==> src/verilog/fp_macros.svh <==
`ifndef FP_MACROS_SVH
`define FP_MACROS_SVH

// ------------------------------------------------------------
// Datapath widths
// ------------------------------------------------------------

// Command word, accumulator and result value
`define FP_WIDTH 16

// Shift count field
`define FP_CNT_W 4

`endif

==> src/verilog/fp_pkg.sv <==
`include "fp_macros.svh"

package fp_pkg;

	// Opcode in the top two bits of every command
	typedef enum logic [1:0] {
		OP_LOAD  = 2'd0,	// One strobe
		OP_SHIFT = 2'd1,	// One strobe
		OP_ADD   = 2'd2,	// Two strobes
		OP_SUB   = 2'd3	// Two strobes
	} fp_op_e;

	// ------------------------------------------------------------
	// Command word and its two decodings
	// ------------------------------------------------------------
	typedef struct packed {
		fp_op_e                 op;
		logic [`FP_WIDTH-3:0]   operand;	// Zero-extended on use
	} fp_arith_t;

	typedef struct packed {
		fp_op_e                          op;
		logic                            dir_right;	// 1 = right
		logic [`FP_WIDTH-4-`FP_CNT_W:0]  pad;
		logic [`FP_CNT_W-1:0]            count;
	} fp_shift_t;

	typedef union packed {
		fp_arith_t arith;
		fp_shift_t shift;
	} fp_cmd_u;

	// Strobe classification, the old dp lines
	typedef struct packed {
		logic   two_step;	// Needs strob2
		logic   one_step;	// Done after strob1
		fp_op_e op;
	} fp_phase_t;

	// Result word
	typedef struct packed {
		logic [`FP_WIDTH-1:0] value;
		logic                 zero;
	} fp_res_t;

endpackage

==> src/verilog/fp_accum.sv <==
`timescale 1ns/1ps

`include "fp_macros.svh"

module fp_accum (
	input  logic              clk_sys,
	input  logic              reset,
	input  logic              clear,	// Wins over strobes
	input  logic              strob1,
	input  logic              strob2,
	input  fp_pkg::fp_cmd_u   cur_cmd,
	input  fp_pkg::fp_phase_t cur_phase,
	output fp_pkg::fp_res_t   res
);

	import fp_pkg::*;

	logic [`FP_WIDTH-1:0] acc;
	logic [`FP_WIDTH-1:0] opnd;	// Second operand for ADD/SUB
	logic [`FP_WIDTH-1:0] imm;	// Operand field, zero-extended
	logic [`FP_WIDTH-1:0] shifted;
	logic [`FP_WIDTH-1:0] sum;
	logic [`FP_CNT_W-1:0] cnt;

	assign imm = {2'b00, cur_cmd.arith.operand};
	assign cnt = cur_cmd.shift.count;

	// ------------------------------------------------------------
	// Combinational results
	// ------------------------------------------------------------

	// Logical shift, count 0 passes through
	always_comb begin
		if (cur_cmd.shift.dir_right)
			shifted = acc >> cnt;
		else
			shifted = acc << cnt;
	end

	// Wraps modulo 2^16
	always_comb begin
		if (cur_phase.op == OP_SUB)
			sum = acc - opnd;
		else
			sum = acc + opnd;
	end

	// ------------------------------------------------------------
	// Accumulator
	// ------------------------------------------------------------
	always_ff @(posedge clk_sys) begin
		if (reset) begin
			acc <= '0;
		end else if (clear) begin
			acc <= '0;
		end else if (strob1) begin
			case (cur_phase.op)
				OP_LOAD:  acc <= imm;
				OP_SHIFT: acc <= shifted;
				default:  acc <= acc;	// ADD/SUB wait for strob2
			endcase
		end else if (strob2) begin
			acc <= sum;
		end
	end

	// Operand capture on the first strobe of a two-step op
	always_ff @(posedge clk_sys) begin
		if (strob1 & cur_phase.two_step)
			opnd <= imm;
	end

	// Result straight from the register
	assign res.value = acc;
	assign res.zero  = acc == '0;

endmodule

==> src/verilog/fp_cmd_decode.sv <==
`timescale 1ns/1ps

module fp_cmd_decode (
	input  logic             clk_sys,
	input  logic             reset,
	input  logic             cmd_valid,
	input  fp_pkg::fp_cmd_u  cmd,
	input  logic             strob1,
	output logic             cmd_ready,
	output logic             pend_full,
	output fp_pkg::fp_phase_t cur_phase,
	output fp_pkg::fp_cmd_u  cur_cmd
);

	import fp_pkg::*;

	fp_cmd_u   pend_cmd;	// Waiting for strob1
	fp_cmd_u   exec_cmd;	// Owned by the datapath
	fp_phase_t pend_phase;
	fp_phase_t exec_phase;
	logic      take;

	// ------------------------------------------------------------
	// Opcode classification
	// ------------------------------------------------------------
	function automatic fp_phase_t classify(input fp_op_e op);
		fp_phase_t p;
		p.op = op;
		case (op)
			OP_ADD, OP_SUB: begin
				p.two_step = 1'b1;
				p.one_step = 1'b0;
			end
			default: begin	// LOAD and SHIFT
				p.two_step = 1'b0;
				p.one_step = 1'b1;
			end
		endcase
		return p;
	endfunction

	assign cmd_ready = ~pend_full;	// One slot only
	assign take = cmd_valid & cmd_ready;

	assign pend_phase = classify(pend_cmd.arith.op);

	// ------------------------------------------------------------
	// Pending slot
	// ------------------------------------------------------------
	always_ff @(posedge clk_sys) begin
		if (reset)
			pend_full <= 1'b0;
		else if (strob1)
			pend_full <= 1'b0;	// Handed to execution
		else if (take)
			pend_full <= 1'b1;
	end

	always_ff @(posedge clk_sys) begin
		if (take)
			pend_cmd <= cmd;
	end

	// Executing slot, loaded at the end of strob1
	always_ff @(posedge clk_sys) begin
		if (strob1) begin
			exec_cmd   <= pend_cmd;
			exec_phase <= pend_phase;
		end
	end

	// During strob1 the incoming command is already visible
	// so the datapath acts on it in the same cycle
	assign cur_cmd   = strob1 ? pend_cmd : exec_cmd;
	assign cur_phase = strob1 ? pend_phase : exec_phase;

endmodule

==> src/verilog/fp_seq_top.sv <==
`timescale 1ns/1ps

module fp_seq_top (
	input  logic            clk_sys,
	input  logic            reset,
	input  logic            clear,
	input  logic            cmd_valid,
	input  fp_pkg::fp_cmd_u cmd,
	input  logic            res_ready,
	output logic            cmd_ready,
	output logic            res_valid,
	output fp_pkg::fp_res_t res
);

	import fp_pkg::*;

	// ------------------------------------------------------------
	// Internal nets
	// ------------------------------------------------------------
	logic      pend_full;	// es1
	fp_phase_t cur_phase;
	fp_cmd_u   cur_cmd;
	logic      strob1;
	logic      strob1b;	// Settling phases, watched by assertions
	logic      strob2;
	logic      strob2b;

	// Command intake and classification
	fp_cmd_decode u_decode (
		.clk_sys   (clk_sys),
		.reset     (reset),
		.cmd_valid (cmd_valid),
		.cmd       (cmd),
		.strob1    (strob1),
		.cmd_ready (cmd_ready),
		.pend_full (pend_full),
		.cur_phase (cur_phase),
		.cur_cmd   (cur_cmd)
	);

	// Phase sequencing
	fp_strobgen u_strobgen (
		.clk_sys   (clk_sys),
		.reset     (reset),
		.pend_full (pend_full),
		.cur_phase (cur_phase),
		.res_ready (res_ready),
		.strob1    (strob1),
		.strob1b   (strob1b),
		.strob2    (strob2),
		.strob2b   (strob2b),
		.res_valid (res_valid)
	);

	// Datapath
	fp_accum u_accum (
		.clk_sys   (clk_sys),
		.reset     (reset),
		.clear     (clear),
		.strob1    (strob1),
		.strob2    (strob2),
		.cur_cmd   (cur_cmd),
		.cur_phase (cur_phase),
		.res       (res)
	);

endmodule

==> src/verilog/fp_strobgen.sv <==
`timescale 1ns/1ps

module fp_strobgen (
	input  logic              clk_sys,
	input  logic              reset,
	input  logic              pend_full,	// es1
	input  fp_pkg::fp_phase_t cur_phase,
	input  logic              res_ready,	// Negated busy
	output logic              strob1,
	output logic              strob1b,
	output logic              strob2,
	output logic              strob2b,
	output logic              res_valid
);

	// ------------------------------------------------------------
	// Phase states
	// ------------------------------------------------------------
	localparam logic [2:0] S_GOT  = 3'd0;	// Idle, look for work
	localparam logic [2:0] S_GOTW = 3'd1;	// Wait for work
	localparam logic [2:0] S_ST1  = 3'd2;
	localparam logic [2:0] S_ST1B = 3'd3;	// Settle after strob1
	localparam logic [2:0] S_ST2  = 3'd4;
	localparam logic [2:0] S_ST2B = 3'd5;	// Settle after strob2
	localparam logic [2:0] S_PGOT = 3'd6;	// Result held

	logic [2:0] state;
	logic [2:0] state_nx;
	logic       busy;

	assign busy = ~res_ready;

	// Strobes decoded straight from the state
	assign strob1  = state == S_ST1;
	assign strob1b = state == S_ST1B;
	assign strob2  = state == S_ST2;
	assign strob2b = state == S_ST2B;

	// Load-state condition, minus busy
	assign res_valid = (state == S_PGOT)
		| ((state == S_ST1B) & cur_phase.one_step)
		| (state == S_ST2B);

	// ------------------------------------------------------------
	// Next state
	// ------------------------------------------------------------
	always_comb begin
		state_nx = state;
		case (state)
			S_GOT:
				state_nx = pend_full ? S_ST1 : S_GOTW;
			S_GOTW:
				if (pend_full)
					state_nx = S_ST1;
			S_ST1:
				state_nx = S_ST1B;
			S_ST1B:
				if (cur_phase.two_step)
					state_nx = S_ST2;
				else if (cur_phase.one_step & ~busy)
					state_nx = S_GOT;	// Result taken at once
				else
					state_nx = S_PGOT;
			S_ST2:
				state_nx = S_ST2B;
			S_ST2B:
				state_nx = busy ? S_PGOT : S_GOT;
			S_PGOT:
				if (~busy)
					state_nx = S_GOT;
			default:
				state_nx = S_GOT;	// Unused code
		endcase
	end

	always_ff @(posedge clk_sys) begin
		if (reset)
			state <= S_GOT;
		else
			state <= state_nx;
	end

endmodule

==> config.mk <==
export PLATFORM = sky130hd
export DESIGN_NAME = fp_seq_top
export DESIGN_NICKNAME = d
export VERILOG_FILES = /design/src/verilog/fp_pkg.sv /design/src/verilog/fp_accum.sv /design/src/verilog/fp_cmd_decode.sv /design/src/verilog/fp_seq_top.sv /design/src/verilog/fp_strobgen.sv
export VERILOG_INCLUDE_DIRS = /design/src /design/src/verilog
export SDC_FILE = /design/constraint.sdc
export NUM_CORES = 1
export LEC_CHECK = 0
export BUFFER_PORTS_ARGS = -buffer_cell sky130_fd_sc_hd__buf_4
export CAP_MARGIN = 20
export CORE_UTILIZATION = 45
export CTS_CLUSTER_SIZE = 30
export DETAILED_ROUTE_END_ITERATION = 6
export PLACE_DENSITY = 0.61
export SYNTH_ARGS = -nofsm -noshare
export SYNTH_HDL_FRONTEND = slang
export SYNTH_SLANG_ARGS = --single-unit
==> constraint.sdc <==
create_clock -name clk_sys -period 7.7 [get_ports clk_sys]
set_input_delay 1.155 -clock clk_sys [delete_from_list [all_inputs] [get_ports clk_sys]]
set_output_delay 1.155 -clock clk_sys [all_outputs]
set_load 0.02 [all_outputs]
==> Yosys cells after proc, flatten, opt, wreduce, memory -nomap -nowiden <==
Index checks and enable logic that the tools add are counted.
{ "op_classes": {"reduce_logical": 9, "mux": 15, "n_bitwise": 7, "n_eq_ne": 13, "shift": 2, "addsub": 2} }
{ "op_table": {"columns": ["cell", "count"], "rows": [
  ["$mux 16", 4],
  ["$pmux 16 s2", 1],
  ["$pmux 3 s7", 1],
  ["$add 16x14->16", 1],
  ["$logic_not 16->1", 1],
  ["$shl 16x4->16", 1],
  ["$shr 16x4->16", 1],
  ["$sub 16x14->16", 1],
  ["$mux 3", 5],
  ["$mux 14", 1],
  ["$eq 3x3->1 const B", 3],
  ["$eq 2x2->1 const B", 3],
  ["$eq 3x2->1 const B", 2],
  ["$reduce_or 2->1", 3],
  ["$and 1x1->1", 4],
  ["$mux 2", 2],
  ["$mux 4", 1],
  ["$ne 2x2->1 const B", 2],
  ["$reduce_and 2->1", 2],
  ["$eq 3x1->1 const B", 1],
  ["$logic_not 3->1", 1],
  ["$ne 3x3->1 const B", 1],
  ["$eq 2x1->1 const B", 1],
  ["$logic_not 2->1", 1],
  ["other kinds (3)", 4]
]} }
{ "word_totals": {"register_bits": 68, "wordCells": 57, "out_inout_bits": 19} }

==> Depth between registers and ports, before layout <==
{ "depth": {"word_depth": 8, "ltp_mapped": 16} }

==> Cells and area by module <==
Synthesis repeated with hierarchy kept, for this count alone.
{ "unflattened": {"hier_cells": 573, "hier_area_um2": 5253.8} }
{ "modules_own_cells": {"columns": ["mod", "cells_per_inst", "area_each_um2", "n_inst"], "rows": [
  ["fp_accum", 474, 3858.7, 1],
  ["fp_cmd_decode", 71, 1164.9, 1],
  ["fp_strobgen", 28, 230.2, 1]
]} }

==> Worst setup path after synthesis <==
No wires, ideal clock.
{ "synth_path": {"path_type": "register -> register", "start": "register u_strobgen.state[0]", "end": "register u_accum.acc[15]", "required_time_ps": 7578, "synth_period_minus_slack_ps": 3636, "slack_ps": 4064, "stages_incl_launch_ff": 17, "setup_ps": 122, "n_path_buf": 3, "t_arrival_ps": 3514, "path_cell_list": "dfxtp_1 > or3b_1 > buf_2 > mux2i_1 > or2_2 > clkbuf_1 > clkbuf_1 > a21o_1 > inv_1 > ha_1 > nor2b_1 > o2111a_1 > o31ai_1 > o31a_1 > a21o_1 > xnor2_1 > a311o_1"} }
{ "synth_between": {"elab_chain_cells": 6, "elab_cells_between_ends": 17, "classes_between": "eq/ne (5); shift (2); mux (7); reduce/logical (3)"} }
{ "synth_rtl": {"columns": ["item", "line", "text"], "rows": [
  ["start, declared", "fp_strobgen.sv:27", "logic [2:0] state;"],
  ["start signal, assigned", "fp_strobgen.sv:80", "state <= state_nx;"],
  ["$eq 3x2->1", "fp_strobgen.sv:34", "assign strob1 = state == S_ST1;"],
  ["$mux 14 / $mux 4 (equally long branches)", "fp_cmd_decode.sv:74, fp_cmd_decode.sv:75", null],
  ["$shl 16x4->16, or another cell as far along", "fp_accum.sv:37", "shifted = acc << cnt;"],
  ["$mux 16, on equally long branches", "fp_accum.sv:34, fp_accum.sv:42", null],
  ["$pmux 16 s2 / $mux 16 (equally long branches)", "fp_accum.sv:57, fp_accum.sv:62", null],
  ["$mux 16", "fp_accum.sv:56", "end else if (strob1) begin"],
  ["end signal, assigned", "fp_accum.sv:58", "OP_LOAD: acc <= imm;"],
  ["end signal, assigned", "fp_accum.sv:59", "OP_SHIFT: acc <= shifted;"],
  ["end signal, assigned", "fp_accum.sv:63", "acc <= sum;"],
  ["end, declared", "fp_accum.sv:18", "logic [`FP_WIDTH-1:0] acc;"]
]} }
Several ways; a longest one is shown, not always the timed one. The select of a mux whose other input is x is not followed.
A chain may end at the register's enable or synchronous reset.

==> Final worst setup path <==
{ "layout_path": {"start": "register u_strobgen.state[1]", "end": "register u_accum.acc[15]"} }
Same word-level chain as after synthesis.

==> metrics.txt <==
Worst setup EP type=flip-flop; Avg WL per Cell=21.9 um; Fmax=242 MHz; Starting Density=46.3%; die area=0.0116 mm2; Req. time, crit path=7.95 ns; core area=0.0108 mm2; cell leakage power=0.00223 uW; first-pass GRT wire length=25.3 mm; net count after synthesis=615; Yosys Warn Count=0; final cell count without fillers=746; post-synthesis instance area=0.00502 mm2; Worst-path clk slew=0.08 ns; WHS Path Cells=2; Least-Margin Pin Slew=1.11 ns; Worst Hold Slack=0.449 ns; CTS Root Cell=clkbuf_8; EDFF count, synth=30; worst r2r src=u_strobgen.state[1]; Worst Hold Class=flip-flop to flip-flop; CP arrival=4.38 ns; CTS H-tree lvls=3; GRT Util Overall=29.3%; r2r setup slk=3.56 ns; Pins Over Slew Limit=0; mean area per synthesized cell=8.71 um2; RSZ-0062 raised after global routing=no; DRT iter0 DRCs=606; Pre-Repair DR Iteration Count=6; Placement Setup Slack=3.59 ns; TritonCTS Sinks=68; Post-Synthesis Cells=577; nets=639; Setup CP Type=flip-flop to flip-flop; CTS hold repair buffers=0; antenna cells=0; Worst Hold Endpoint=u_decode.exec_cmd[8]; outcome=completed; total global routing overflow=0; Ports=40; Bufs on Longest Clock Path=2; vias per cell=6.44; row cnt=38; pin count of the biggest net entering global routing=36; clock skew=0.0171 ns; Async SR Flop Fraction=0%; worst relative slew slack=25.4%; WL final=16.3 mm; placer congestion estimate=1.02; initial antenna violation count=0; DP HPWL=12.1 mm; Die Height=108 um; PortBufs=39; synth unique cells=77; Final Hold Viols=0; HP Start=u_decode.exec_cmd[8]; clk_lat worst skew=0.36 ns; share of layout cells above drive strength 1=15.7%; placed cell count=730; Setup Fix Bufs, Post-CTS=0; area grow syn2layout=11.5%; Setup Viol. Count Final=0; post-route ant nets=0; Min Clock Period, post-route=4.14 ns; Max FO, Critical Path=35; Seq cells post-synth=68; cts bufs inserted=9; via count=4802; setup_tns=0 ns; Max-Cap Viols=0; final critical-path share of the clock period=53.7%; P per Cell Area=317 mW/mm2; Synth Flop Type=dfxtp_1; worst setup margin=3.56 ns; CTS resizes=0; r2r worst-path depth=15; post-synthesis sequential area ratio=33.1%; DRC violations left=0; Power Total=1780 uW; Critical R2R Capture=u_accum.acc[15]; number of global-route vias before repair=4484; Startpoint Class=flip-flop; VDD IR-drop max=169 uV; Die W=108 um; CTS tree=built
final cells by class:
cell class                      instances  area [um2]
Timing Repair Buffer                   47         353
Inverter                               23        86.3
Clock inverter                          6        63.8
Sequential cell                        68        1660
Tap cell                              140         175
Fill cell                            1066        5240
Clock buffer                           10         128
Multi-Input combinational cell        452        3140
through the flow:
step | cell area (um2) | utilization, %
after floorplan | 5020 | -
after global placement | 5410 | 49.9
after detailed placement | 5410 | 49.9
after CTS | 5600 | 51.7
after global routing | 5600 | 51.7
final | 5600 | 51.7
cells in the final DEF, fill, tap and decap left out, drive strengths merged, types with 9 or more instances in the layout:
master / n
nand2: 88
buf: 47
dfxtp: 38
nor2: 36
edfxtp: 30
a21oi: 30
o21ai: 29
mux2i: 29
a211oi: 26
inv: 22
xor2: 16
ha: 16
o211ai: 14
o31ai: 13
nand3: 13
clkbuf: 10
or3: 9
a21o: 9
nor3: 9
a221oi: 9
critical path, stage by stage (launching register included):
cell	delay, ns
dfxtp_1	0.50
or3b_1	0.37
buf_4	0.27
mux2i_1	0.17
or2_2	0.44
nor2_1	0.13
a21o_1	0.13
inv_1	0.05
ha_1	0.26
nor2b_1	0.14
o2111a_1	0.24
o31ai_1	0.46
o31a_1	0.28
a21o_1	0.15
xnor2_1	0.07
a311o_1	0.35
flip-flops by register name, indices dropped and copies added, names as in the netlist:
register / flops
u_accum.acc: 16
u_accum.opnd: 14
u_decode.exec_cmd: 14
u_decode.exec_phase: 4
u_decode.pend_cmd: 16
u_decode.pend_full: 1
u_strobgen.state: 3
where the power goes:
| part | switching (uW) | internal (uW) |
|---|---|---|
| clock network | 149 | 150 |
| logic | 616 | 338 |
| registers | 64.2 | 460 |
| total | 829 | 947 |
cells by family (layout without fill, tap and decap cells):
| group | after synthesis | count (layout) | synth area share, % |
|---|---|---|---|
| AND/OR/NAND/NOR | 193 | 193 | 18.1 |
| AO/OA/AOI/OAI | 178 | 178 | 25.1 |
| flip-flops | 68 | 68 | 33.1 |
| buffers and inverters | 57 | 86 | 4.93 |
| multiplexers | 42 | 42 | 10.6 |
| XOR/XNOR | 22 | 22 | 3.84 |
| adder cells (fa/ha/maj) | 17 | 17 | 4.38 |
cells in the mapped netlist, types with 4 or more instances:
cell      number  area share (%)
a221oi_1       8             1.4
nand3_1       13             1.3
mux4_2         7             3.1
nand2b_1       5            0.62
xor2_1        16             2.8
nor2_1        35             2.6
a21oi_1       29             2.9
o22ai_1        4            0.50
ha_1          16             4.0
nor3_1         8            0.80
buf_4          4            0.60
xnor2_1        6             1.0
or3_1          9             1.1
nor2b_1        5            0.62
edfxtp_1      30              18
a31oi_1        6            0.75
o21ai_0       28             2.8
dfxtp_1       38              15
nor4_1         4            0.50
o221ai_1       4            0.70
mux2i_1       27             5.4
nand2_1       88             6.6
clkbuf_1      19             1.4
a21o_1         9             1.3
or2_2          4            0.50
buf_2          9            0.90
o211ai_1      14             2.1
a211oi_1      26             3.9
and3_1         6            0.75
mux2_2         6             1.3
o31ai_1       13             1.9
inv_1         19             1.4
how the worst max path moves through the flow:
stage / to / from / slack, ns / depth (start not counted)
6_report: u_accum.acc[15] / u_strobgen.state[1] / 3.56 / 15
5_1_grt: u_accum.acc[15] / u_strobgen.state[1] / 3.30 / 15
4_1_cts: u_accum.acc[15] / u_strobgen.state[1] / 3.58 / 15
3_5_place_dp: u_accum.acc[15] / u_strobgen.state[1] / 3.59 / 15
3_3_place_gp: u_accum.acc[15] / u_strobgen.state[1] / 3.71 / 15
2_1_floorplan: u_accum.acc[15] / u_strobgen.state[0] / 4.06 / 16
per-layer routing:
layer / vias up / wire, um / global-route usage (%)
li1: 2227 / - / -
met1: 2283 / 6990 / 40.1
met2: 248 / 7460 / 45.1
met3: 44 / 1330 / 5.33
met4: 0 / 571 / 12.6
met5: - / 0 / 0
Power figures use the tool's default switching activity.
